### config.mk
export PLATFORM = sky130hd
export DESIGN_NAME = rollback_arbiter
export DESIGN_NICKNAME = d
export VERILOG_FILES = /design/src/logic/writeback_pkg.sv /design/src/logic/rollback_arbiter.sv
export SDC_FILE = /design/constraint.sdc
export NUM_CORES = 1
export LEC_CHECK = 0
export ABC_AREA = 0
export BUFFER_PORTS_ARGS = -buffer_cell sky130_fd_sc_hd__buf_2
export CORE_AREA = 2 2 331 333
export DETAILED_ROUTE_END_ITERATION = 16
export DIE_AREA = 0 0 333 335
export PLACE_DENSITY = 0.3
export REMOVE_ABC_BUFFERS = 1
export SYNTH_ARGS = -nofsm -noshare
export SYNTH_HDL_FRONTEND = slang
export SYNTH_SLANG_ARGS = --single-unit
export TNS_END_PERCENT = 10
### constraint.sdc
create_clock -name vclk -period 1.6
set_input_delay 0.16 -clock vclk [all_inputs]
set_output_delay 0.16 -clock vclk [all_outputs]
set_load 0.005 [all_outputs]
### src/logic/writeback_pkg.sv
// Shared constants and types for the writeback stage and its testbench
// Every RTL file imports this package inside its module body
package writeback_pkg;

	// Core geometry
	localparam int VECTOR_LANES = 16;
	localparam int THREADS = 4;
	localparam int CACHE_LINE_BYTES = 64;
	localparam int CACHE_LINE_WORDS = CACHE_LINE_BYTES / 4;

	// Scalar register 31 is the program counter
	localparam int REG_PC = 31;

	// All faults jump here
	localparam int FAULT_VECTOR_PC = 4;

	typedef logic [31:0] scalar_t;
	// Lane 0 sits in the least significant bits
	typedef scalar_t [VECTOR_LANES - 1:0] vector_t;
	typedef logic [VECTOR_LANES - 1:0] lane_mask_t;
	typedef logic [$clog2(THREADS) - 1:0] thread_idx_t;
	typedef logic [4:0] register_idx_t;
	typedef logic [3:0] subcycle_t;
	typedef logic [$clog2(CACHE_LINE_BYTES) - 1:0] line_offset_t;

	// One cache line, seen as bytes for the bypass merge and as words for the load
	// Memory word w lives in word slot 15 - w, big end first
	typedef union packed
	{
		logic [CACHE_LINE_BYTES - 1:0][7:0] bytes;
		scalar_t [CACHE_LINE_WORDS - 1:0] words;
	} cache_line_u;

	// Load width and extension
	typedef enum logic [2:0]
	{
		MEM_B = 3'd0,
		MEM_BX = 3'd1,
		MEM_S = 3'd2,
		MEM_SX = 3'd3,
		MEM_L = 3'd4,
		MEM_BLOCK = 3'd5
	} mem_op_t;

	typedef enum logic
	{
		PIPE_SCYCLE_ARITH = 1'b0,
		PIPE_MEM = 1'b1
	} pipeline_sel_t;

	typedef enum logic [1:0]
	{
		FR_NONE = 2'd0,
		FR_ILLEGAL_INSTRUCTION = 2'd1,
		FR_INVALID_ACCESS = 2'd2
	} fault_reason_t;

	// Fields of the decoded instruction that writeback cares about
	typedef struct packed
	{
		scalar_t pc;
		logic illegal;
		logic has_dest;
		register_idx_t dest_reg;
		logic dest_is_vector;
		logic is_compare;
		logic is_call;
		logic is_load;
		mem_op_t mem_op;
		subcycle_t last_subcycle;
	} decoded_instr_t;

	// Retiring instruction from the single-cycle arithmetic pipeline
	typedef struct packed
	{
		logic valid;
		decoded_instr_t instr;
		thread_idx_t thread;
		vector_t result;
		lane_mask_t mask;
		logic rollback_en;
		scalar_t rollback_pc;
		subcycle_t subcycle;
	} sx_retire_t;

	// Retiring instruction from the memory pipeline
	typedef struct packed
	{
		logic valid;
		decoded_instr_t instr;
		thread_idx_t thread;
		lane_mask_t lane_mask;
		line_offset_t offset;
		subcycle_t subcycle;
		logic rollback_en;
		scalar_t rollback_pc;
		logic access_fault;
	} dd_retire_t;

	// Pending store data that overrides the cache line
	typedef struct packed
	{
		logic [CACHE_LINE_BYTES - 1:0] byte_mask;
		cache_line_u data;
		logic full_rollback;
	} sq_bypass_t;

	typedef struct packed
	{
		logic en;
		thread_idx_t thread;
		scalar_t pc;
		pipeline_sel_t pipeline;
		subcycle_t subcycle;
	} rollback_t;

	typedef struct packed
	{
		logic en;
		fault_reason_t reason;
		scalar_t address;
	} fault_t;

	// Register file write port
	typedef struct packed
	{
		logic en;
		thread_idx_t thread;
		logic is_vector;
		vector_t value;
		lane_mask_t mask;
		register_idx_t reg_idx;
		logic is_last_subcycle;
	} writeback_t;

endpackage

### src/logic/rollback_arbiter.sv
// Chooses the one rollback and fault raised by the retiring instruction
// Combinational so the rest of the core can squash in the same cycle
`timescale 1ns/1ps

module rollback_arbiter(
	input writeback_pkg::sx_retire_t sx,
	input writeback_pkg::dd_retire_t dd,
	input writeback_pkg::scalar_t scalar_load,
	input logic sq_full_rollback,
	output writeback_pkg::rollback_t rollback,
	output writeback_pkg::fault_t fault);

	import writeback_pkg::*;

	logic sx_writes_pc;
	logic dd_writes_pc;

	// Scalar destination of PC turns an instruction into a jump
	assign sx_writes_pc = sx.instr.has_dest && !sx.instr.dest_is_vector
		&& sx.instr.dest_reg == register_idx_t'(REG_PC);
	assign dd_writes_pc = dd.instr.has_dest && !dd.instr.dest_is_vector
		&& dd.instr.dest_reg == register_idx_t'(REG_PC);

	always_comb
	begin
		// Nothing retiring means no rollback
		rollback = '0;
		fault = '0;

		if (sx.valid && sx.instr.illegal)
		begin
			// Illegal instruction fault
			rollback.en = 1'b1;
			rollback.thread = sx.thread;
			rollback.pc = scalar_t'(FAULT_VECTOR_PC);
			rollback.pipeline = PIPE_SCYCLE_ARITH;
			fault.en = 1'b1;
			fault.reason = FR_ILLEGAL_INSTRUCTION;
			fault.address = sx.instr.pc;
		end
		else if (dd.valid && dd.access_fault)
		begin
			// Bad memory access
			rollback.en = 1'b1;
			rollback.thread = dd.thread;
			rollback.pc = scalar_t'(FAULT_VECTOR_PC);
			rollback.pipeline = PIPE_MEM;
			fault.en = 1'b1;
			fault.reason = FR_INVALID_ACCESS;
			fault.address = dd.instr.pc;
		end
		else if (sx.valid && sx_writes_pc)
		begin
			// Arithmetic result becomes the new PC
			rollback.en = 1'b1;
			rollback.thread = sx.thread;
			rollback.pc = sx.result[0];
			rollback.pipeline = PIPE_SCYCLE_ARITH;
		end
		else if (dd.valid && dd_writes_pc && !dd.rollback_en)
		begin
			// Load to PC, only when the load itself hit
			rollback.en = 1'b1;
			rollback.thread = dd.thread;
			rollback.pc = scalar_load;
			rollback.pipeline = PIPE_MEM;
		end
		else if (sx.valid)
		begin
			// Branch taken
			rollback.en = sx.rollback_en;
			rollback.thread = sx.thread;
			rollback.pc = sx.rollback_pc;
			rollback.pipeline = PIPE_SCYCLE_ARITH;
			rollback.subcycle = sx.subcycle;
		end
		else if (dd.valid)
		begin
			// Cache miss or store queue full, retry the instruction
			rollback.en = dd.rollback_en || sq_full_rollback;
			rollback.thread = dd.thread;
			rollback.pc = dd.rollback_pc;
			rollback.pipeline = PIPE_MEM;
			rollback.subcycle = dd.subcycle;
		end
	end

endmodule

==> results.md <==
- Nets: 1293
- Largest net degree at the start of global routing: 31
- Sequential share of the synthesized area: 0%
- Die Span X: 333 um
- Commonest non-fill, non-tap cell in the layout: buf_2
- Mean post-synth cell area: 7.24 um2
- Leading area contributor after synthesis: a221o_1
- Global-route wire length before repair: 28300 um
- WHS: 0.598 ns
- Launch point of the worst path: sx[617]
- LEAKAGE: 0.00213 uW
- Placed cell area: 5120 um2
- HPWL after DPL: 21200 um
- Global route overflow: 0
- Routed Antenna Nets: 0
- Port Buffers: 300
- Status: finished, violations left
- Area growth syn-to-layout: 279%
- Vias post-DR: 3394
- Total Routed Length: 23100 um
- Core ar.: 108000 um2
- Largest vdd supply drop: 0.0775 mV
- MaxCap Viol Count: 0
- Synth area leaders: a221o_1, a22o_1, a22oi_1
- GP Congestion: 0.731
- I/O pins: 839
- Critical path fanouts, max: 9
- Setup ws final: -0.207 ns
- Pwr per Cell Area: 184 nW/um2
- Vias in the first global route: 3255
- Post-CTS Hold Buffers: 0
- Synth unique cells: 29
- Synthesized instance count: 199
- Mapped cell area: 1440 um2
- Dpl ws: -0.559 ns
- WL/cell: 11.9 um
- Crit. End Element: output pin
- CP arrival: 1.65 ns
- Drt drc: 0
- Die Footprint: 112000 um2
- CP Class: in2out
- Share of layout cells above drive strength 1: 71.5%
- Worst Path Required: 1.44 ns
- Initial antenna violation count: 28
- DRT iter0 DRCs: 91
- Register area: 0 um2
- Fmax: 553 MHz
- RSZ-0062 raised after global routing: true
- Starting Density: 1.33%
- # placed instances: 1935
- Most frequent cells in the layout: buf_2, a22o_1, a221o_1
- Tmin final: 1.81 ns
- GRT Total Usage: 3.78%
- Slew Viols, Final: 0
- Yosys warns: 0
- Worst min path class: in2out
- Die Y: 335 um
- Vias/cell: 1.74
- Relative slew slack: 75.4%
- Critical Path Sink: rollback[18]
- Failing checks: setup timing
- Fin. Hold Viols: 0
- Number of clock buffers in the layout: 0
- CP startpoint kind: input pin
- Finished Layout Cells: 1946
- Period utilization: 113%
- FP Rows: 121
- Yosys top cell area share: 22.9%
- Pre-Repair DR Iteration Count: 4
- Endpoints failing setup: 35
- Worst Tran Pin Value: 0.366 ns
- Post-route setup TNS: -5.34 ns
- Fin area: 5460 um2
- FFs & Latches: 0
synthesized netlist by cell type (all sizes together), types with 4 or more instances:
cell type,n
nand2,5
a22o,33
clkbuf,13
buf,16
nor3,31
nor2,8
a22oi,35
o21ai,4
a221o,33
report_power, final:
part           switching, uW  leakage [uW]  total (uW)  internal (uW)
clock                      0  0.0000000286    0.000365       0.000365
combinational            448       0.00213        1010            557
sequential                 0             0           0              0
total                    448       0.00213        1010            557
critical path: stages:
cell and delay, ns:
buf_4 0.14, nand4b_4 0.12, or2_1 0.25, and3_4 0.19, buf_12 0.15, clkbuf_16 0.17, a221o_1 0.31, buf_2 0.14
per-layer routing:
layer | GRT usage, % | vias up | wire length [um]
met1 | 4.66 | 1457 | 9720
li1 | - | 1533 | -
met2 | 6.00 | 342 | 9470
met4 | 0 | 18 | 195
met3 | 2.21 | 44 | 3590
met5 | 0 | - | 112
kinds of logic (layout without fill, tap and decap cells):
logic type	Yosys count	in the layout	share of synthesized area (%)
mux	1	1	0.695
buf+inv	32	360	11.6
compound gates	111	111	65.9
simple gates	55	55	21.8
other cells	0	5	0
how the worst min path moves through the flow:
stage	from	to	slack [ns]	cells after the start
after CTS	dd[110]	fault[30]	0.60	3
after global placement	dd[110]	fault[30]	0.60	3
after global routing	dd[110]	fault[30]	0.61	3
after floorplan	dd[112]	rollback[4]	0.42	1
after detailed placement	dd[110]	fault[30]	0.60	3
final	dd[109]	fault[29]	0.60	3
layout make-up:
cell class         instances  area, um2
fillers                12900     103000
repair buffers           357       2270
well taps               1414       1770
multi-input cells        167       1390
inverters                  3       13.8
diodes                     5       12.5
timing repair:
action                                  CTS  global route
pin swaps                                13            11
cloned                                    0             3
endpoints found under the setup margin   63            66
gates resized for setup                  36            16
setup buffers                             2             2
per-stage QoR:
stage | total power, uW | util (%)
after floorplan | 275 | -
after global placement | 985 | 4.73
after detailed placement | 973 | 4.73
after CTS | 1010 | 4.90
after global routing | 1100 | 5.04
final | 1010 | 5.05
Power figures use the tool's default switching activity.
