$ cat src/logic/writeback_pkg.sv
// Shared constants and types for the writeback stage and its testbench
// Every RTL file imports this package inside its module body
package writeback_pkg;

	// Core geometry
	localparam int VECTOR_LANES = 16;
	localparam int THREADS = 4;
	localparam int CACHE_LINE_BYTES = 64;
	localparam int CACHE_LINE_WORDS = CACHE_LINE_BYTES / 4;

	// Scalar register 31 is the program counter
	localparam int REG_PC = 31;

	// All faults jump here
	localparam int FAULT_VECTOR_PC = 4;

	typedef logic [31:0] scalar_t;
	// Lane 0 sits in the least significant bits
	typedef scalar_t [VECTOR_LANES - 1:0] vector_t;
	typedef logic [VECTOR_LANES - 1:0] lane_mask_t;
	typedef logic [$clog2(THREADS) - 1:0] thread_idx_t;
	typedef logic [4:0] register_idx_t;
	typedef logic [3:0] subcycle_t;
	typedef logic [$clog2(CACHE_LINE_BYTES) - 1:0] line_offset_t;

	// One cache line, seen as bytes for the bypass merge and as words for the load
	// Memory word w lives in word slot 15 - w, big end first
	typedef union packed
	{
		logic [CACHE_LINE_BYTES - 1:0][7:0] bytes;
		scalar_t [CACHE_LINE_WORDS - 1:0] words;
	} cache_line_u;

	// Load width and extension
	typedef enum logic [2:0]
	{
		MEM_B = 3'd0,
		MEM_BX = 3'd1,
		MEM_S = 3'd2,
		MEM_SX = 3'd3,
		MEM_L = 3'd4,
		MEM_BLOCK = 3'd5
	} mem_op_t;

	typedef enum logic
	{
		PIPE_SCYCLE_ARITH = 1'b0,
		PIPE_MEM = 1'b1
	} pipeline_sel_t;

	typedef enum logic [1:0]
	{
		FR_NONE = 2'd0,
		FR_ILLEGAL_INSTRUCTION = 2'd1,
		FR_INVALID_ACCESS = 2'd2
	} fault_reason_t;

	// Fields of the decoded instruction that writeback cares about
	typedef struct packed
	{
		scalar_t pc;
		logic illegal;
		logic has_dest;
		register_idx_t dest_reg;
		logic dest_is_vector;
		logic is_compare;
		logic is_call;
		logic is_load;
		mem_op_t mem_op;
		subcycle_t last_subcycle;
	} decoded_instr_t;

	// Retiring instruction from the single-cycle arithmetic pipeline
	typedef struct packed
	{
		logic valid;
		decoded_instr_t instr;
		thread_idx_t thread;
		vector_t result;
		lane_mask_t mask;
		logic rollback_en;
		scalar_t rollback_pc;
		subcycle_t subcycle;
	} sx_retire_t;

	// Retiring instruction from the memory pipeline
	typedef struct packed
	{
		logic valid;
		decoded_instr_t instr;
		thread_idx_t thread;
		lane_mask_t lane_mask;
		line_offset_t offset;
		subcycle_t subcycle;
		logic rollback_en;
		scalar_t rollback_pc;
		logic access_fault;
	} dd_retire_t;

	// Pending store data that overrides the cache line
	typedef struct packed
	{
		logic [CACHE_LINE_BYTES - 1:0] byte_mask;
		cache_line_u data;
		logic full_rollback;
	} sq_bypass_t;

	typedef struct packed
	{
		logic en;
		thread_idx_t thread;
		scalar_t pc;
		pipeline_sel_t pipeline;
		subcycle_t subcycle;
	} rollback_t;

	typedef struct packed
	{
		logic en;
		fault_reason_t reason;
		scalar_t address;
	} fault_t;

	// Register file write port
	typedef struct packed
	{
		logic en;
		thread_idx_t thread;
		logic is_vector;
		vector_t value;
		lane_mask_t mask;
		register_idx_t reg_idx;
		logic is_last_subcycle;
	} writeback_t;

endpackage

$ cat src/logic/writeback_register.sv
// Picks the result of the retiring instruction and registers the register file write
// The write appears one clock after the instruction retires
`timescale 1ns/1ps

module writeback_register(
	input clk,
	input reset,
	input writeback_pkg::sx_retire_t sx,
	input writeback_pkg::dd_retire_t dd,
	input logic rollback_en,
	input writeback_pkg::scalar_t scalar_load,
	input writeback_pkg::vector_t block_load,
	output writeback_pkg::writeback_t writeback);

	import writeback_pkg::*;

	lane_mask_t compare_bits;
	writeback_t wb_next;

	// Compare result is bit 0 of each lane
	always_comb
	begin
		for (int lane = 0; lane < VECTOR_LANES; lane++)
			compare_bits[lane] = sx.result[lane][0];
	end

	always_comb
	begin
		wb_next = '0;
		if (sx.valid)
		begin
			// A call writes the link register even though it rolls back
			wb_next.en = sx.instr.is_call || (sx.instr.has_dest && !rollback_en);
			wb_next.thread = sx.thread;
			wb_next.is_vector = sx.instr.dest_is_vector;
			if (sx.instr.is_compare)
				wb_next.value[0] = scalar_t'(compare_bits);
			else
				wb_next.value = sx.result;

			wb_next.mask = sx.mask;
			wb_next.reg_idx = sx.instr.dest_reg;
			wb_next.is_last_subcycle = sx.subcycle == sx.instr.last_subcycle;
		end
		else if (dd.valid)
		begin
			// Miss or queue full squashes the write
			wb_next.en = dd.instr.has_dest && !rollback_en;
			wb_next.thread = dd.thread;
			wb_next.is_vector = dd.instr.dest_is_vector;
			if (dd.instr.is_load && dd.instr.mem_op == MEM_BLOCK)
			begin
				wb_next.value = block_load;
				wb_next.mask = dd.lane_mask;
			end
			else
			begin
				// Scalar load goes to every lane
				wb_next.value = {VECTOR_LANES{scalar_load}};
				wb_next.mask = '1;
			end

			wb_next.reg_idx = dd.instr.dest_reg;
			wb_next.is_last_subcycle = dd.subcycle == dd.instr.last_subcycle;
		end
	end

	// Register file write port
	always_ff @(posedge clk, posedge reset)
	begin
		if (reset)
			writeback <= '0;
		else
			writeback <= wb_next;
	end

endmodule

$ cat config.mk
export PLATFORM = sky130hd
export DESIGN_NAME = writeback_register
export DESIGN_NICKNAME = d
export VERILOG_FILES = /design/src/logic/writeback_pkg.sv /design/src/logic/writeback_register.sv
export SDC_FILE = /design/constraint.sdc
export NUM_CORES = 1
export LEC_CHECK = 0
export CORE_AREA = 10 10 705 707
export DETAILED_ROUTE_END_ITERATION = 8
export DIE_AREA = 0 0 715 717
export DONT_BUFFER_PORTS = 1
export PLACE_DENSITY = 0.3
export SYNTH_ARGS = -nofsm -noshare
export SYNTH_HDL_FRONTEND = slang
export SYNTH_SLANG_ARGS = --single-unit
$ cat constraint.sdc
create_clock -name clk -period 33.4 [get_ports clk]
set_input_delay 3.34 -clock clk [delete_from_list [all_inputs] [get_ports clk]]
set_output_delay 3.34 -clock clk [all_outputs]
set_load 0.01 [all_outputs]
==> results.sh, run 1 <==
export IMPL_outcome="finished, violations left"
export IMPL_violations="capacitance limit, slew limit"
export IMPL_cp_cell_sequence="and4b_4 -> buf_12 -> buf_4 -> buf_4 -> a21oi_1 -> o21ai_0"
export IMPL_cell_internal_power_mw=1.30
export IMPL_final_max_slew_viol_count=1
export IMPL_largestRegisters="writeback (538)"
export IMPL_drt_iter0_drc=2875
export IMPL_max_cap_violations=1
export IMPL_hold_violations=0
export IMPL_numPortBuffers=0
export IMPL_critPathKind="in2reg"
export IMPL_syn_instance_count=2452
export IMPL_htreeDepth=3
export IMPL_layout_filler_cells=56700
export IMPL_switching_power_mw=0.729
export IMPL_post_synth_instance_area_sq_mm=0.0231
export IMPL_routed_via_count=22300
export IMPL_max_reg_flops=538
export IMPL_ys_top_cells_by_count="sky130_fd_sc_hd__dfrtp_1 (538), sky130_fd_sc_hd__nand2_1 (530), sky130_fd_sc_hd__a21oi_1 (412)"
export IMPL_pin_count=1816
export IMPL_power_density_mw_per_mm2=60.8
export IMPL_leakage_power_nw=11.3
export IMPL_maxClockFrequency_mhz=150
export IMPL_post_route_cells_drive_above_1_share_pct=14.4
export IMPL_seqPwrFrac_pct=42.0
export IMPL_number_of_warnings_issued_by_yosys=0
export IMPL_post_synth_top_count_cell="sky130_fd_sc_hd__dfrtp_1"
export IMPL_max_clock_path_buffers=4
export IMPL_switching_share_pct=36.0
export IMPL_power_frac_clock_pct=47.7
export IMPL_clkTransAtPathRegs_ns=0.06
export IMPL_track_usage_pct=13.5
export IMPL_yosys_most_used_dff="sky130_fd_sc_hd__dfrtp_1"
export IMPL_post_dp_hpwl_microns=317000
export IMPL_drtAntennaViolNets=0
export IMPL_cp_common_cell="sky130_fd_sc_hd__buf_4"
export IMPL_cts_root_buffer="sky130_fd_sc_hd__clkbuf_16"
export IMPL_area_growth_pct=44.1
export IMPL_fp_dieW_microns=715
export IMPL_synth_top_area_cell="sky130_fd_sc_hd__dfrtp_1"
export IMPL_initial_core_util_pct=4.79
export IMPL_grt_max_degree=112
export IMPL_drc_errors=0
export IMPL_asyncSetResetFlopFracSynth_pct=100
export IMPL_wl_cell_microns=41.0
export IMPL_die_height_microns=717
export IMPL_crit_path_max_incr_delay_ns=1.07
export IMPL_nNetsFinal=3624
export IMPL_clock_sinks=538
export IMPL_core_sq_mm=0.482
export IMPL_grt_pass1_vias=21500
export IMPL_synth_cell_type_count=30
export IMPL_synthesis_area_per_instance_sq_um=9.42
export IMPL_ys_top_cells_by_area="sky130_fd_sc_hd__dfrtp_1 (58%), sky130_fd_sc_hd__a21oi_1 (8.9%), sky130_fd_sc_hd__nand2_1 (8.6%)"
export IMPL_cpMaxStageDelayCell="sky130_fd_sc_hd__o21ai_0"
export IMPL_yosysSeqAreaShare_pct=58.3
export IMPL_wl_microns=365000
export IMPL_holdBufCountCts=0
export IMPL_tritoncts="done"
export IMPL_hold_worst_slack_ns=2.36
export IMPL_period_minus_slack_ns=6.65
export IMPL_tightestPinTransition_ns=1.50
export IMPL_global_route_overflow=0
export IMPL_fp_row_count=255
export IMPL_multi_input_comb_area_sq_mm=0.00833
export IMPL_synth_edf_count=0
export IMPL_hold_path_class="in2async"
export IMPL_avgViaCountPerCell=2.51
export IMPL_power_frac_comb_pct=10.3
export IMPL_end_kind="flip-flop"
export IMPL_finish_stage_setup_viols=0
export IMPL_signal_arrival_time_at_the_worst_endpoint_ns=7.23
export IMPL_rsz0062_at_grt="false"
export IMPL_regMostFlops="writeback"
export IMPL_timing_max_slew_rel_slack_pct=-0.171
export IMPL_place_gp_congestion=0.979
export IMPL_vdd_drop_max_v=0.0000289
export IMPL_cts_buffers_inserted=84
export IMPL_critical_path_startpoint_type="input port"
export IMPL_ff_latch_area_sq_mm=0.0135
export IMPL_ctsResizeCount=0
export IMPL_synth_nets=3730
export IMPL_final_period_utilization_pct=19.9
export IMPL_number_of_synthesized_register_bits=538
export IMPL_die_area_sq_mm=0.513
export IMPL_crit_required_ns=33.98
export IMPL_timing_critical_path_fanout_max=111
export IMPL_cts_setup_buffers=0
export IMPL_grt_first_pass_wirelength_microns=413000
export IMPL_synth_top_cell_area_share_pct=58.3
export IMPL_detail_route_first_pass_iterations=5
export IMPL_setup_tns_ns=0
export IMPL_antenna_violations_before_repair=257
layer usage:
layer	global-route usage, %	vias to the layer above	part of all wire [%]
met5	0	-	0.19
met4	3.59	98	3.3
met3	8.90	561	15
met2	22.6	2167	47
met1	13.8	11300	34
li1	-	8178	-
area by class of cell:
| type | count | area share, % |
|---|---|---|
| flip-flops and latches | 538 | 40.5 |
| multi-input cells | 1660 | 25.0 |
| well taps | 6425 | 24.2 |
| clock buffers | 109 | 7.05 |
| clock inverters | 37 | 1.43 |
| repair buffers | 57 | 1.36 |
| diodes | 57 | 0.429 |
| inverters | 5 | 0.0790 |
critical path, delay by kind of cell:
family / cells / cell delay (ns)
AOI/OAI and AO/OA: 2 / 1.23
buffers and inverters: 3 / 1.83
and+or+nand+nor: 1 / 0.56
final timing paths:
path / start / end / depth (start not counted)
max in group asynchronous: reset / writeback[517]$_DFF_PP0_ / 4
max: dd[67] / writeback[444]$_DFF_PP0_ / 6
min in group clk: sx[69] / writeback[38]$_DFF_PP0_ / 2
min: reset / writeback[106]$_DFF_PP0_ / 1
cell families after synthesis:
| family | after synthesis | synth area share [%] |
|---|---|---|
| XOR/XNOR | 5 | 0.190 |
| AND/OR/NAND/NOR | 570 | 9.88 |
| buffers and inverters | 254 | 5.90 |
| multiplexers | 15 | 0.731 |
| flip-flops | 538 | 58.3 |
| AO/OA/AOI/OAI | 1070 | 25.0 |
through the flow:
stage	power [mW]	util (%)	worst slack (ns)	instance area [sq um]	instances
CTS	2.09	6.88	26.70	33100	8831
global route	2.11	6.89	26.79	33200	8849
global placement	1.09	6.29	25.81	30300	8681
floorplan	0.845	-	15.02	23100	2452
finish	2.02	6.91	26.75	33300	8888
detailed placement	1.09	6.29	25.78	30300	8685
cells in the final DEF, fill, tap and decap left out, drive strengths merged:
cell type | Yosys | layout
clkinv | 0 | 11
nand3 | 1 | 1
dfrtp | 538 | 538
buf | 164 | 57
nor2b | 2 | 2
clkbuf | 85 | 109
nand4b | 1 | 1
diode | 0 | 57
clkinvlp | 0 | 6
inv | 5 | 17
xnor2 | 3 | 3
xor2 | 2 | 2
a32o | 1 | 1
and4b | 1 | 1
and2 | 32 | 32
nand2 | 530 | 530
bufinv | 0 | 8
a22o | 7 | 7
nor3 | 2 | 2
a21oi | 512 | 512
a222oi | 1 | 1
nand2b | 1 | 1
o22ai | 1 | 1
a21o | 2 | 2
mux2 | 15 | 15
o21ai | 546 | 546
power groups by stage:
stage          Combinational, mW  Clock, mW  Sequential (mW)
2_1_floorplan             0.0980          0            0.747
3_3_place_gp               0.214          0            0.876
3_5_place_dp               0.217          0            0.874
4_1_cts                    0.218       1.01            0.863
5_1_grt                    0.225       1.02            0.862
6_report                   0.208      0.965            0.851
Note: power is estimated with default switching activity, not from simulation.
==> run 2, diff against run 1 <==
==> constraint.sdc (replaced) <==
create_clock -name clk -period 6.2 [get_ports clk]
set_input_delay 0.62 -clock clk [delete_from_list [all_inputs] [get_ports clk]]
set_output_delay 0.62 -clock clk [all_outputs]
set_load 0.01 [all_outputs]
==> run 2 against run 1 <==
  * The run now ends clean
  * Global-route usage is essentially flat
  * Utilization grew 1.5 points
  * Critical path depth fell by 1
  * Sequential power rose to 5.4 times the previous value
  * Via count increased by 15%
  * Cell area is 22% higher
  * First-iteration DRC count increased by 3.3%
  * Die area is the same
  * Sequential share of layout area shrank 7.4 points
  * Critical endpoint is now writeback[374]$_DFF_PP0_
  * Largest power group unchanged
  * Highest routed layer unchanged
==> results.sh, run 2 (same netlist as run 1, synthesis figures left out) <==
export IMPL_fp_row_count=255
export IMPL_maxClockFrequency_mhz=341
export IMPL_cts_buffers_inserted=83
export IMPL_layout_cells_most_common="sky130_fd_sc_hd__dlygate4sd3_1"
export IMPL_grt_first_pass_wirelength_microns=420000
export IMPL_die_area_sq_mm=0.513
export IMPL_timing_critical_path_from="sx[617]"
export IMPL_core_sq_mm=0.482
export IMPL_grt_pass1_vias=25600
export IMPL_end_kind="flip-flop"
export IMPL_switching_share_pct=35.3
export IMPL_post_route_cells_drive_above_1_share_pct=10.9
export IMPL_power_frac_comb_pct=14.3
export IMPL_cell_internal_power_mw=7.28
export IMPL_htreeDepth=3
export IMPL_multi_input_comb_area_sq_mm=0.00833
export IMPL_drtAntennaViolNets=0
export IMPL_tritoncts="done"
export IMPL_timing_critical_path_fanout_max=178
export IMPL_leakage_power_nw=14.7
export IMPL_fp_dieW_microns=715
export IMPL_die_height_microns=717
export IMPL_initial_core_util_pct=4.79
export IMPL_hold_path_class="in2reg"
export IMPL_max_cap_violations=0
export IMPL_vdd_drop_max_v=0.000175
export IMPL_critical_path_startpoint_type="input port"
export IMPL_hold_violations=0
export IMPL_drc_errors=0
export IMPL_seqPwrFrac_pct=40.7
export IMPL_global_route_overflow=0
export IMPL_numPortBuffers=0
export IMPL_clkTransAtPathRegs_ns=0.07
export IMPL_regMostFlops="writeback"
export IMPL_final_max_slew_viol_count=0
export IMPL_ctsResizeCount=0
export IMPL_final_cell_count_no_fill=9625
export IMPL_signal_arrival_time_at_the_worst_endpoint_ns=3.66
export IMPL_power_density_mw_per_mm2=277
export IMPL_clock_sinks=538
export IMPL_power_frac_clock_pct=44.9
export IMPL_ff_latch_area_sq_mm=0.0135
export IMPL_critPathKind="in2reg"
export IMPL_pin_count=1816
export IMPL_placed_instance_count=8678
export IMPL_drt_iter0_drc=2971
export IMPL_layout_filler_cells=56200
export IMPL_antenna_violations_before_repair=226
export IMPL_outcome="completed"
export IMPL_post_dp_hpwl_microns=312000
export IMPL_worstHoldStart="sx[441]"
export IMPL_max_reg_flops=538
export IMPL_avgViaCountPerCell=2.66
export IMPL_max_clock_path_buffers=4
export IMPL_track_usage_pct=13.5
export IMPL_layout_common_cells="sky130_fd_sc_hd__dlygate4sd3_1 (723), sky130_fd_sc_hd__dfrtp_1 (538), sky130_fd_sc_hd__nand2_1 (530)"
export IMPL_area_growth_pct=76.3
export IMPL_place_gp_congestion=0.972
export IMPL_largestRegisters="writeback (538)"
export IMPL_period_minus_slack_ns=2.93
export IMPL_detail_route_first_pass_iterations=7
export IMPL_tightestPinTransition_ns=1.33
export IMPL_wl_cell_microns=37.7
export IMPL_setup_tns_ns=0
export IMPL_holdBufCountCts=724
export IMPL_wl_microns=363000
export IMPL_rsz0062_at_grt="false"
export IMPL_cts_root_buffer="sky130_fd_sc_hd__clkbuf_16"
export IMPL_final_period_utilization_pct=47.3
export IMPL_post_route_util_pct=8.45
export IMPL_cts_setup_buffers=0
export IMPL_grt_max_degree=179
export IMPL_crit_required_ns=6.93
export IMPL_nNetsFinal=4340
export IMPL_timing_max_slew_rel_slack_pct=10.5
export IMPL_switching_power_mw=3.98
export IMPL_routed_via_count=25600
export IMPL_finish_stage_setup_viols=0
## run 2: cell count changes in the layout (fill, tap and decap cells not counted), moves of 2 or more
cell,before,now
sky130_fd_sc_hd__o21ai_0,382,386
sky130_fd_sc_hd__inv_6,10,7
sky130_fd_sc_hd__clkinv_2,6,9
sky130_fd_sc_hd__clkbuf_8,15,9
sky130_fd_sc_hd__and2_2,12,10
sky130_fd_sc_hd__diode_2,57,78
sky130_fd_sc_hd__o21ai_1,164,160
sky130_fd_sc_hd__and2_4,20,22
sky130_fd_sc_hd__dlygate4sd3_1,0,723
sky130_fd_sc_hd__clkinv_4,4,6
sky130_fd_sc_hd__buf_4,55,32
sky130_fd_sc_hd__buf_12,2,19
## run 2: per-layer routing
| layer | routed length (microns) | GRT usage [%] | share of wire, % | vias to the layer above |
|---|---|---|---|---|
| met5 | 644 | 0 | 0.18 | - |
| met4 | 14000 | 3.62 | 3.8 | 98 |
| met3 | 56000 | 8.98 | 15 | 721 |
| met2 | 168000 | 22.4 | 46 | 2422 |
| met1 | 124000 | 13.9 | 34 | 12700 |
| li1 | - | - | - | 9634 |
## run 2: area by class of cell
type                    count  area share [%]
repair buffers            774            19.3
well taps                6425            19.8
flip-flops and latches    538            33.1
inverters                   5          0.0553
clock buffers             102            5.50
multi-input cells        1660            20.5
diodes                     78           0.480
clock inverters            43            1.36
## run 2: per-stage QoR
step / instance area, sq um / power, mW / hold slack [ns] / worst slack (ns)
after floorplan: 23100 / 4.56 / 0.737 / -1.74
after CTS: 40500 / 11.6 / 0.000233 / 3.43
after global routing: 40600 / 11.7 / 0.0199 / 3.34
after detailed placement: 30500 / 5.85 / 0.670 / 2.62
after global placement: 30500 / 5.85 / 0.663 / 2.65
final: 40700 / 11.3 / 0.0670 / 3.27
## run 2: path summary, 6_finish.rpt
check	endpoint	cells after the start
setup / recovery	writeback[374]$_DFF_PP0_	5
hold / removal	writeback[410]$_DFF_PP0_	2
max in group asynchronous	writeback[58]$_DFF_PP0_	4
min in group asynchronous	writeback[399]$_DFF_PP0_	3
## run 2: power by group through the flow
stage                     clock network, mW  logic, mW  registers [mW]
final                                  5.06       1.61            4.59
after floorplan                           0      0.529            4.03
after CTS                              5.30       1.65            4.64
after global routing                   5.39       1.72            4.64
after detailed placement                  0       1.15            4.70
after global placement                    0       1.14            4.71
## run 2: critical path: stages
cell and delay (ns):
sky130_fd_sc_hd__nor2b_4 0.81, sky130_fd_sc_hd__buf_12 0.37, sky130_fd_sc_hd__nand2_1 0.38, sky130_fd_sc_hd__o21ai_0 0.17, sky130_fd_sc_hd__dlygate4sd3_1 0.58
