--- src/logic/writeback_pkg.sv ---
// Shared constants and types for the writeback stage and its testbench
// Every RTL file imports this package inside its module body
package writeback_pkg;

	// Core geometry
	localparam int VECTOR_LANES = 16;
	localparam int THREADS = 4;
	localparam int CACHE_LINE_BYTES = 64;
	localparam int CACHE_LINE_WORDS = CACHE_LINE_BYTES / 4;

	// Scalar register 31 is the program counter
	localparam int REG_PC = 31;

	// All faults jump here
	localparam int FAULT_VECTOR_PC = 4;

	typedef logic [31:0] scalar_t;
	// Lane 0 sits in the least significant bits
	typedef scalar_t [VECTOR_LANES - 1:0] vector_t;
	typedef logic [VECTOR_LANES - 1:0] lane_mask_t;
	typedef logic [$clog2(THREADS) - 1:0] thread_idx_t;
	typedef logic [4:0] register_idx_t;
	typedef logic [3:0] subcycle_t;
	typedef logic [$clog2(CACHE_LINE_BYTES) - 1:0] line_offset_t;

	// One cache line, seen as bytes for the bypass merge and as words for the load
	// Memory word w lives in word slot 15 - w, big end first
	typedef union packed
	{
		logic [CACHE_LINE_BYTES - 1:0][7:0] bytes;
		scalar_t [CACHE_LINE_WORDS - 1:0] words;
	} cache_line_u;

	// Load width and extension
	typedef enum logic [2:0]
	{
		MEM_B = 3'd0,
		MEM_BX = 3'd1,
		MEM_S = 3'd2,
		MEM_SX = 3'd3,
		MEM_L = 3'd4,
		MEM_BLOCK = 3'd5
	} mem_op_t;

	typedef enum logic
	{
		PIPE_SCYCLE_ARITH = 1'b0,
		PIPE_MEM = 1'b1
	} pipeline_sel_t;

	typedef enum logic [1:0]
	{
		FR_NONE = 2'd0,
		FR_ILLEGAL_INSTRUCTION = 2'd1,
		FR_INVALID_ACCESS = 2'd2
	} fault_reason_t;

	// Fields of the decoded instruction that writeback cares about
	typedef struct packed
	{
		scalar_t pc;
		logic illegal;
		logic has_dest;
		register_idx_t dest_reg;
		logic dest_is_vector;
		logic is_compare;
		logic is_call;
		logic is_load;
		mem_op_t mem_op;
		subcycle_t last_subcycle;
	} decoded_instr_t;

	// Retiring instruction from the single-cycle arithmetic pipeline
	typedef struct packed
	{
		logic valid;
		decoded_instr_t instr;
		thread_idx_t thread;
		vector_t result;
		lane_mask_t mask;
		logic rollback_en;
		scalar_t rollback_pc;
		subcycle_t subcycle;
	} sx_retire_t;

	// Retiring instruction from the memory pipeline
	typedef struct packed
	{
		logic valid;
		decoded_instr_t instr;
		thread_idx_t thread;
		lane_mask_t lane_mask;
		line_offset_t offset;
		subcycle_t subcycle;
		logic rollback_en;
		scalar_t rollback_pc;
		logic access_fault;
	} dd_retire_t;

	// Pending store data that overrides the cache line
	typedef struct packed
	{
		logic [CACHE_LINE_BYTES - 1:0] byte_mask;
		cache_line_u data;
		logic full_rollback;
	} sq_bypass_t;

	typedef struct packed
	{
		logic en;
		thread_idx_t thread;
		scalar_t pc;
		pipeline_sel_t pipeline;
		subcycle_t subcycle;
	} rollback_t;

	typedef struct packed
	{
		logic en;
		fault_reason_t reason;
		scalar_t address;
	} fault_t;

	// Register file write port
	typedef struct packed
	{
		logic en;
		thread_idx_t thread;
		logic is_vector;
		vector_t value;
		lane_mask_t mask;
		register_idx_t reg_idx;
		logic is_last_subcycle;
	} writeback_t;

endpackage

--- src/logic/load_aligner.sv ---
// Forms load results from the data cache line and the store queue bypass
// Purely combinational; feeds the rollback arbiter and the writeback register
`timescale 1ns/1ps

module load_aligner(
	input writeback_pkg::dd_retire_t dd,
	input writeback_pkg::cache_line_u load_line,
	input writeback_pkg::sq_bypass_t sq,
	output writeback_pkg::scalar_t scalar_load,
	output writeback_pkg::vector_t block_load);

	import writeback_pkg::*;

	cache_line_u merged_line;
	scalar_t line_word;
	logic [7:0] byte_aligned;
	logic [15:0] half_aligned;

	// Reverse byte order of one word
	function automatic scalar_t swap_bytes(input scalar_t word);
		return {word[7:0], word[15:8], word[23:16], word[31:24]};
	endfunction

	// Stores not yet written to the cache win over the line data
	always_comb
	begin
		for (int i = 0; i < CACHE_LINE_BYTES; i++)
		begin
			if (sq.byte_mask[i])
				merged_line.bytes[i] = sq.data.bytes[i];
			else
				merged_line.bytes[i] = load_line.bytes[i];
		end
	end

	// Memory word w is slot 15 - w, which is the bitwise inverse of w
	assign line_word = merged_line.words[~dd.offset[5:2]];

	// Lowest address is the top byte of the slot
	always_comb
	begin
		case (dd.offset[1:0])
			2'd0: byte_aligned = line_word[31:24];
			2'd1: byte_aligned = line_word[23:16];
			2'd2: byte_aligned = line_word[15:8];
			default: byte_aligned = line_word[7:0];
		endcase
	end

	// Halfwords are little endian in memory
	always_comb
	begin
		if (dd.offset[1])
			half_aligned = {line_word[7:0], line_word[15:8]};
		else
			half_aligned = {line_word[23:16], line_word[31:24]};
	end

	// Width select and extension
	always_comb
	begin
		case (dd.instr.mem_op)
			MEM_B: scalar_load = {24'd0, byte_aligned};
			MEM_BX: scalar_load = {{24{byte_aligned[7]}}, byte_aligned};
			MEM_S: scalar_load = {16'd0, half_aligned};
			MEM_SX: scalar_load = {{16{half_aligned[15]}}, half_aligned};
			// Full word, also used when the op is a block load
			default: scalar_load = swap_bytes(line_word);
		endcase
	end

	// Lane L gets memory word 15 - L, which is slot L
	always_comb
	begin
		for (int lane = 0; lane < VECTOR_LANES; lane++)
			block_load[lane] = swap_bytes(merged_line.words[lane]);
	end

endmodule

--- config.mk ---
export PLATFORM = sky130hd
export DESIGN_NAME = load_aligner
export DESIGN_NICKNAME = d
export VERILOG_FILES = /design/src/logic/writeback_pkg.sv /design/src/logic/load_aligner.sv
export SDC_FILE = /design/constraint.sdc
export NUM_CORES = 1
export LEC_CHECK = 0
export BUFFER_PORTS_ARGS = -buffer_cell sky130_fd_sc_hd__buf_4
export CORE_AREA = 5 5 674 676
export DETAILED_ROUTE_END_ITERATION = 8
export DIE_AREA = 0 0 679 681
export GPL_TIMING_DRIVEN = 0
export PLACE_DENSITY_LB_ADDON = 0.12
export SYNTH_ARGS = -nofsm -noshare
export SYNTH_HDL_FRONTEND = slang
export SYNTH_SLANG_ARGS = --single-unit
--- constraint.sdc ---
create_clock -name vclk -period 3
set_input_delay 0.45 -clock vclk [all_inputs]
set_output_delay 0.45 -clock vclk [all_outputs]
set_load 0.02 [all_outputs]
==> results.py, run 1 <==
metrics = {
    "status": {
        "status": "complete, but fails checks",
        "violations": "setup timing",
    },
    "worst_setup_path": {
        "crit_path_start_kind": "input port",
        "criticalPathCategory": "in2out",
        "cp_data_arrival_time_ns": 3.50,
        "required_ns": 2.55,
        "slowest_stage": "mux2i_4",
        "cp_common_cell": "buf_16",
        "crit_family": "buffers and inverters",
        "path_cells": "buf_16 > buf_16 > buf_16 > buf_16 > buf_16 > buf_16 > mux2i_4 > o32ai_2 > a221oi_2 > buf_4 > nor4b_4 > buf_8 > o21bai_4 > nand3_4 > buf_12",
        "worst-path-buf-inv": 9,
        "critPathMaxStageDelay_ns": 0.34,
        "cp_max_fo": 5,
        "end_kind": "output pin",
    },
    "synth": {
        "syn-num-nets": 2431,
        "synthCells": 1229,
        "ys_seq_area_frac": 0,
        "yosysTopAreaCellShare": 0.501,
        "ys_types": 71,
        "netlist.top_cell.by_area": "mux2_2",
        "syn-cell-area_mm2": 0.0112,
        "yosys_warnings": 0,
        "netlist_top_cells_area": "mux2_2 (50%), mux4_2 (13%), nor2_1 (5.5%)",
        "post_synth.cell_area_avg_um2": 9.09,
    },
    "timing": {
        "whs_ns": 1.24,
        "rsz0062_at_grt": "true",
        "slew_headroom": 0.235,
        "fin_tns_setup_ns": -23.50,
        "fmax_ghz": 0.253,
        "finalCritPeriodShare": 1.32,
        "worstMarginPinSlew_ns": 1.14,
        "finalMaxSlewViolations": 0,
        "finalSetupViolCount": 32,
        "hold_viol_final": 0,
        "fin_crit_ns": 3.95,
        "timing.final.ws_setup_ns": -0.954,
    },
    "power_and_ir_drop": {
        "peakVddDrop_uv": 70.7,
        "comb_power_share": 1.000,
        "p_leak_uw": 0.0137,
        "switching_share": 0.579,
        "p_switching_uw": 4500,
        "p_per_area_mw_per_mm2": 220,
        "p_clk_frac": 0,
        "intPower_uw": 3280,
        "p_seq_frac": 0,
    },
    "floorplanning": {
        "core.rowCount": 246,
        "die_w_um": 679,
        "die-area_mm2": 0.462,
        "core_area_mm2": 0.448,
        "io_pins": 1746,
        "start_util": 0.0250,
        "die_y_um": 681,
    },
    "grt": {
        "antenna_found_initial": 448,
        "grt_pass1_wl_um": 432000,
        "grt_max_degree": 11,
        "gr-total-overflow": 0,
        "grt_pass1_vias": 21200,
        "grt_use_total": 0.158,
    },
    "drt": {
        "ant_nets": 0,
        "vias": 21300,
        "routed_wl_um": 384000,
        "drt-initial-drc-count": 1258,
        "drcViolationCount": 0,
        "post_drt_wl_per_cell_um": 42.7,
        "detail_route.first_pass.iterations": 5,
        "vias_per_cell": 2.36,
    },
    "cells_and_area": {
        "num-nets-final": 4177,
        "syn2layout_area_growth_pct": 217,
        "design.seq.count": 0,
        "clkbuf_count": 0,
        "nFillCells": 52600,
        "final_cell_area_mm2": 0.0354,
        "seqCellArea_um2": 0,
        "drive_gt1_frac": 0.883,
        "multi_input_area_mm2": 0.0119,
        "post-route-util": 0.0791,
    },
    "hold_path": {
        "min_path_type": "in2out",
    },
    "flow_run": {
        "drv_cap": 0,
    },
    "clock_network": {
        "cts_hold_buf": 0,
    },
    "placed_design": {
        "routabilityCongestion": 0.833,
        "numPortBuffers": 1571,
        "dpl.hpwl_um": 355000,
        "placed_cell_area_mm2": 0.0308,
    },
}
Yosys cell counts (5+ instances only):
cell / count
mux2_2: 497
nor2_1: 163
mux4_2: 65
buf_2: 54
mux2i_1: 49
clkbuf_1: 48
nor3_1: 38
nand2_1: 24
o21ai_0: 24
o32ai_1: 19
inv_1: 18
o22ai_1: 17
and2_1: 15
buf_6: 15
nand3_1: 15
nand2b_1: 11
a21oi_1: 10
a221oi_1: 9
buf_4: 8
a32oi_1: 5
nor2b_1: 5
o211a_1: 5
o21a_1: 5
o21bai_1: 5
o22a_1: 5
or3_1: 5
final timing paths:
| kind | startpoint | end | slack (ns) | cells after the start |
|---|---|---|---|---|
| max | dd[42] | scalar_load[12] | -0.95 | 15 |
| min | load_line[332] | block_load[340] | 1.24 | 3 |
final cells by class:
cell class                      count  share of cell area
Antenna cell                       74             0.00523
Buffer                            130              0.0451
Inverter                           20             0.00269
Multi-Input combinational cell   1077               0.335
Tap cell                         5952               0.210
Timing Repair Buffer             1746               0.401
layer usage:
| layer | routed length, um | track usage | up-vias |
|---|---|---|---|
| li1 | - | - | 8383 |
| met1 | 140000 | 0.168 | 10300 |
| met2 | 191000 | 0.284 | 1591 |
| met3 | 47000 | 0.0892 | 696 |
| met4 | 4760 | 0.00735 | 322 |
| met5 | 2140 | 0 | - |
stage by stage:
step                      total power [uW]  worst slack, ns  cells
after floorplan                       2380          -0.0249   1229
after global placement                7110            -7.03   8752
after detailed placement              7180            -4.48   8772
after CTS                             8030            -1.05   8912
after global routing                  8150            -1.00   8944
final                                 7780           -0.954   8999
what timing repair did:
item                                    4_1_cts  5_1_grt
endpoints found under the setup margin       32       32
gates cloned                                  7        1
buffers inserted                            135       15
pin swaps                                    52       26
resized for setup                           524       63
kinds of logic after synthesis:
family          share of synthesized area
mux                                 0.692
compound gates                     0.0985
buf+inv                            0.0731
simple gates                        0.136
placed cells by master, fill, tap and decap left out, types with 9 or more instances in the layout:
cell type  synthesis  routed
buf_4              8    1641
mux2_2           497     493
nor2_1           163     140
diode_2            0      74
mux4_2            65      65
buf_6             15      59
buf_12             2      51
buf_16             0      35
mux2i_4            0      25
nor3_1            38      22
clkbuf_2           2      19
mux2i_1           49      19
buf_2             54      18
nand2_1           24      18
buf_8              0      17
inv_1             18      16
clkbuf_1          48      14
and2_1            15      13
nor2_4             0      12
o22ai_1           17      11
nor2_2             0      11
o21ai_2            0      11
o32ai_2            0      10
nand2b_1          11      10
clkbuf_4           0       9
o21ai_0           24       9
nor3_2             0       9
a21oi_1           10       9
power groups by stage:
stage                     Sequential [uW]  Clock [uW]  Combinational (uW)
after floorplan                         0           0                2380
after global placement                  0           0                7110
after detailed placement                0           0                7180
after CTS                               0           0                8030
after global routing                    0    0.000599                8150
final                                   0     0.00235                7780
Power figures use the tool's default switching activity.
==> run 2, diff against run 1 <==
--- a/config.mk
+++ b/config.mk
@@ -10,7 +10,7 @@
 export DETAILED_ROUTE_END_ITERATION = 8
 export DIE_AREA = 0 0 679 681
 export GPL_TIMING_DRIVEN = 0
-export PLACE_DENSITY_LB_ADDON = 0.12
+export PLACE_DENSITY = 0.3
 export SYNTH_ARGS = -nofsm -noshare
 export SYNTH_HDL_FRONTEND = slang
 export SYNTH_SLANG_ARGS = --single-unit
==> run 2 against run 1 <==
Effect of this change: the flow still finishes with violations (setup timing); combinational power grew 1%; clock-buffer cell count is the same; first-iteration DRC count grew 25%.
==> results.py, run 2 (synthesized netlist as in run 1, its figures left out) <==
metrics = {
    "worst_setup_path": {
        "crit_path_start_kind": "input port",
        "critPathMaxStageDelay_ns": 0.68,
        "required_ns": 2.55,
        "path_depth": 12,
        "criticalPathCategory": "in2out",
        "worst-path-buf-inv": 7,
        "path_cells": "buf_16 > buf_16 > buf_16 > buf_16 > buf_12 > buf_6 > mux4_2 > o211a_4 > or4_4 > mux2i_1 > a221oi_2 > buf_6",
        "slowest_stage": "or4_4",
        "end_kind": "output pin",
        "cp_data_arrival_time_ns": 3.29,
        "crit_family": "buffers and inverters",
        "cp_common_cell": "buf_16",
        "cp_max_fo": 7,
    },
    "power_and_ir_drop": {
        "peakVddDrop_uv": 70.0,
        "total_power_uw": 7870,
        "p_per_area_mw_per_mm2": 223,
        "p_leak_uw": 0.0137,
    },
    "grt": {
        "grt_max_degree": 11,
        "grt_pass1_vias": 21600,
        "grt_pass1_wl_um": 461000,
        "antenna_found_initial": 504,
        "grt_use_total": 0.170,
        "gr-total-overflow": 0,
    },
    "drt": {
        "post_drt_wl_per_cell_um": 46.2,
        "detail_route.first_pass.iterations": 5,
        "vias": 22200,
        "drt-initial-drc-count": 1574,
        "drcViolationCount": 0,
        "ant_nets": 0,
        "vias_per_cell": 2.47,
        "routed_wl_um": 416000,
    },
    "cells_and_area": {
        "layout_commonest_cell": "buf_4",
        "num-nets-final": 4165,
        "design.seq.count": 0,
        "syn2layout_area_growth_pct": 216,
        "nFillCells": 52500,
        "clkbuf_count": 0,
        "seqCellArea_um2": 0,
        "drive_gt1_frac": 0.887,
        "layout_common_cells": "buf_4 (1635), mux2_2 (491), nor2_1 (134), mux4_2 (68), buf_6 (61)",
    },
    "timing": {
        "fin_crit_ns": 3.74,
        "finalMaxSlewViolations": 0,
        "hold_viol_final": 0,
        "fmax_ghz": 0.267,
        "worstMarginPinSlew_ns": 1.20,
        "rsz0062_at_grt": "true",
        "finalSetupViolCount": 32,
        "timing.final.ws_setup_ns": -0.743,
        "finalCritPeriodShare": 1.25,
        "whs_ns": 1.24,
        "slew_headroom": 0.191,
    },
    "hold_path": {
        "hp-start": "load_line[502]",
        "hold_depth": 4,
        "min_path_type": "in2out",
        "worstHoldEndpoint": "block_load[494]",
    },
    "floorplanning": {
        "io_pins": 1746,
        "core_area_mm2": 0.448,
        "die-area_mm2": 0.462,
        "start_util": 0.0250,
        "die_w_um": 679,
        "die_y_um": 681,
        "core.rowCount": 246,
    },
    "flow_run": {
        "drv_cap": 0,
    },
    "status": {
        "status": "complete, but fails checks",
        "violations": "setup timing",
    },
    "clock_network": {
        "cts_hold_buf": 0,
    },
    "placed_design": {
        "routabilityCongestion": 0.915,
        "numPortBuffers": 1571,
        "dpl.hpwl_um": 389000,
    },
}
==> run 2: cell count changes in the layout (fill, tap and decap cells not counted), sizes merged <==
cell,previous run,this run
diode,74,83
buf,1822,1816
bufbuf,3,0
clkbuf,51,48
==> run 2: worst max path at each step <==
stage            start         endpoint
2_1_floorplan  sq[519]  scalar_load[18]
3_3_place_gp    dd[43]   scalar_load[2]
3_5_place_dp    dd[42]  scalar_load[12]
4_1_cts         dd[40]   scalar_load[3]
5_1_grt         dd[42]   scalar_load[4]
6_report        dd[42]   scalar_load[0]
==> run 2: per-layer routing <==
layer | vias to the layer above | track usage | share of wire
met5 | - | 0 | 0.0049
met4 | 306 | 0.0244 | 0.029
met3 | 852 | 0.0969 | 0.13
met2 | 2015 | 0.290 | 0.47
met1 | 10700 | 0.187 | 0.37
li1 | 8354 | - | -
==> run 2: repair_timing <==
item                                   CTS  global route
endpoints found under the hold margin    0             0
setup endpoints to repair               32            32
gates cloned                             4             4
pin swaps                               52            43
gates resized for setup                511           117
buffers inserted                       115            33
==> run 2: layout make-up <==
| class | count | area [um2] | share of cell area |
|---|---|---|---|
| diodes | 83 | 208 | 0.00588 |
| plain buffers | 128 | 1690 | 0.0480 |
| inverters | 20 | 90.1 | 0.00255 |
| multi-input cells | 1077 | 11900 | 0.337 |
| well taps | 5952 | 7450 | 0.211 |
| repair buffers | 1736 | 14000 | 0.396 |
==> run 2: worst min-delay path, delay by kind of cell <==
family   cells  cell delay, ns
buf+inv      3            0.27
mux          1            0.06
==> run 2: where the power goes <==
part           internal (uW)  switching, uW  leakage [uW]
clock                0.00320              0   0.000000524
sequential                 0              0             0
combinational           3240           4630        0.0137
==> run 2: through the flow <==
stage	setup TNS, ns	cell area, um2	worst slack, ns	util	std cells
after floorplan	-0.150	11200	-0.0249	-	1229
after global placement	-149.27	30400	-7.13	0.0680	8752
after detailed placement	-99.25	30800	-4.33	0.0688	8769
after CTS	-19.50	34300	-0.805	0.0767	8883
after global routing	-20.68	35200	-0.828	0.0786	8951
final	-18.88	35300	-0.743	0.0789	8996
==> run 3, diff against run 2 <==
--- a/config.mk
+++ b/config.mk
@@ -9,7 +9,6 @@
 export CORE_AREA = 5 5 674 676
 export DETAILED_ROUTE_END_ITERATION = 8
 export DIE_AREA = 0 0 679 681
-export GPL_TIMING_DRIVEN = 0
 export PLACE_DENSITY = 0.3
 export SYNTH_ARGS = -nofsm -noshare
 export SYNTH_HDL_FRONTEND = slang
==> run 3 against run 2 <==
Effect of this change: non-clock buffer count is 556 higher; sequential share of layout area stayed put; design area is 10% higher; final cell count is 6.6% higher; clock-buffer cell count stayed put; critical path type unchanged; flip-flop and latch count stayed put; utilization is 0.83 points higher; highest routed layer unchanged; largest power group unchanged; worst hold slack better by 0.0082 ns; combinational power is 6.2% higher; via count is 10% higher; the flow still finishes with violations (setup timing); maximum frequency is 4.0% higher; largest cell class unchanged.
==> results.py, run 3 (synthesized netlist as in run 1, its figures left out) <==
metrics = {
    "worst_setup_path": {
        "crit_path_start_kind": "input port",
        "crit_family": "simple AND/OR/NAND/NOR gates",
        "criticalPathCategory": "in2out",
        "crit_start": "sq[533]",
        "slowest_stage": "or3_4",
        "path_cells": "buf_12 > buf_12 > buf_6 > mux2_4 > nor2_4 > nor3_2 > or3_4 > a221o_1 > buf_12 > buf_6 > nor2_4 > o21ai_2 > buf_6",
        "worst-path-buf-inv": 6,
        "cp_data_arrival_time_ns": 3.15,
        "required_ns": 2.55,
        "end_kind": "output pin",
        "critPathMaxStageDelay_ns": 0.43,
        "cp_max_fo": 2,
    },
    "drt": {
        "routed_wl_um": 408000,
        "vias_per_cell": 2.56,
        "ant_nets": 0,
        "drcViolationCount": 0,
        "post_drt_wl_per_cell_um": 42.5,
        "vias": 24500,
        "detail_route.first_pass.iterations": 8,
        "drt-initial-drc-count": 1789,
    },
    "timing": {
        "fmax_ghz": 0.278,
        "finalCritPeriodShare": 1.20,
        "slew_headroom": 0.391,
        "fin_tns_setup_ns": -15.67,
        "fin_crit_ns": 3.60,
        "finalMaxSlewViolations": 0,
        "worstMarginPinSlew_ns": 0.914,
        "whs_ns": 1.25,
        "rsz0062_at_grt": "true",
        "timing.final.ws_setup_ns": -0.600,
        "hold_viol_final": 0,
        "finalSetupViolCount": 32,
    },
    "grt": {
        "grt_use_met1": 0.185,
        "antenna_found_initial": 514,
        "grt_pass1_wl_um": 457000,
        "gr-total-overflow": 0,
        "grt_max_degree": 24,
        "grt_use_total": 0.167,
        "use_met3": 0.0972,
        "grt_use_met2": 0.276,
        "grt_pass1_vias": 23800,
        "busiest_layer": "met2",
    },
    "hold_path": {
        "worstHoldEndpoint": "block_load[45]",
        "hp-start": "load_line[53]",
        "min_path_type": "in2out",
        "hold_depth": 4,
    },
    "status": {
        "violations": "setup timing",
        "status": "complete, but fails checks",
    },
    "placed_design": {
        "dpl.hpwl_um": 390000,
        "placed_cell_area_mm2": 0.0363,
        "numPortBuffers": 1641,
        "routabilityCongestion": 0.931,
    },
    "flow_run": {
        "drv_cap": 0,
    },
    "floorplanning": {
        "core.rowCount": 246,
        "die-area_mm2": 0.462,
        "io_pins": 1746,
        "die_y_um": 681,
        "start_util": 0.0250,
        "die_w_um": 679,
        "core_area_mm2": 0.448,
    },
    "cells_and_area": {
        "clkbuf_count": 0,
        "drive_gt1_frac": 0.898,
        "layout_commonest_cell": "buf_4",
        "num-nets-final": 4721,
        "final_cell_area_mm2": 0.0390,
        "seqCellArea_um2": 0,
        "syn2layout_area_growth_pct": 249,
        "post-route-util": 0.0872,
        "design.seq.count": 0,
        "layout_common_cells": "buf_4 (2253), mux2_2 (483), nor2_1 (135), buf_6 (69)",
    },
    "clock_network": {
        "cts_hold_buf": 0,
    },
    "power_and_ir_drop": {
        "p_per_area_mw_per_mm2": 214,
        "p_leak_uw": 0.0163,
        "peakVddDrop_uv": 97.9,
    },
}
[run 3: worst max-delay path by stage]
stage / to / slack [ns] / depth (start not counted)
floorplan: scalar_load[18] / -0.02 / 9
global placement: scalar_load[31] / -1.75 / 12
detailed placement: scalar_load[31] / -1.77 / 12
CTS: scalar_load[29] / -0.64 / 13
global route: scalar_load[10] / -0.61 / 14
finish: scalar_load[29] / -0.60 / 13
[run 3: layout make-up]
cell class | count | area [um2]
inverters | 20 | 118
diodes | 118 | 295
multi-input cells | 1077 | 11500
well taps | 5952 | 7450
repair buffers | 2420 | 19700
fillers | 52400 | 409000
[run 3: metal layers]
metal / vias to the layer above / share of wire
met3: 916 / 0.13
met1: 11600 / 0.37
met2: 2127 / 0.46
li1: 9494 / -
met4: 334 / 0.033
met5: - / 0.0054
[run 3: timing repair]
item / CTS / global route
buffers inserted: 39 / 19
pin swaps: 57 / 26
gates resized for setup: 292 / 93
endpoints found under the setup margin: 32 / 32
gates cloned: 6 / 5
[run 3: power by group]
part	internal, uW	switching (uW)
logic	3830	4530
registers	0	0
clock network	0.00438	0
[run 3: metrics by stage]
stage | worst slack, ns | std cells | total power [uW]
after floorplan | -0.0249 | 1229 | 2380
after global placement | -1.75 | 9405 | 7960
after detailed placement | -1.77 | 9407 | 7970
after CTS | -0.641 | 9447 | 8420
after global routing | -0.615 | 9537 | 8700
final | -0.600 | 9587 | 8360
[run 3: tightest hold or removal path: stages]
cell and delay [ns]:
buf_4 0.08, mux2i_1 0.07, inv_1 0.06, buf_4 0.13
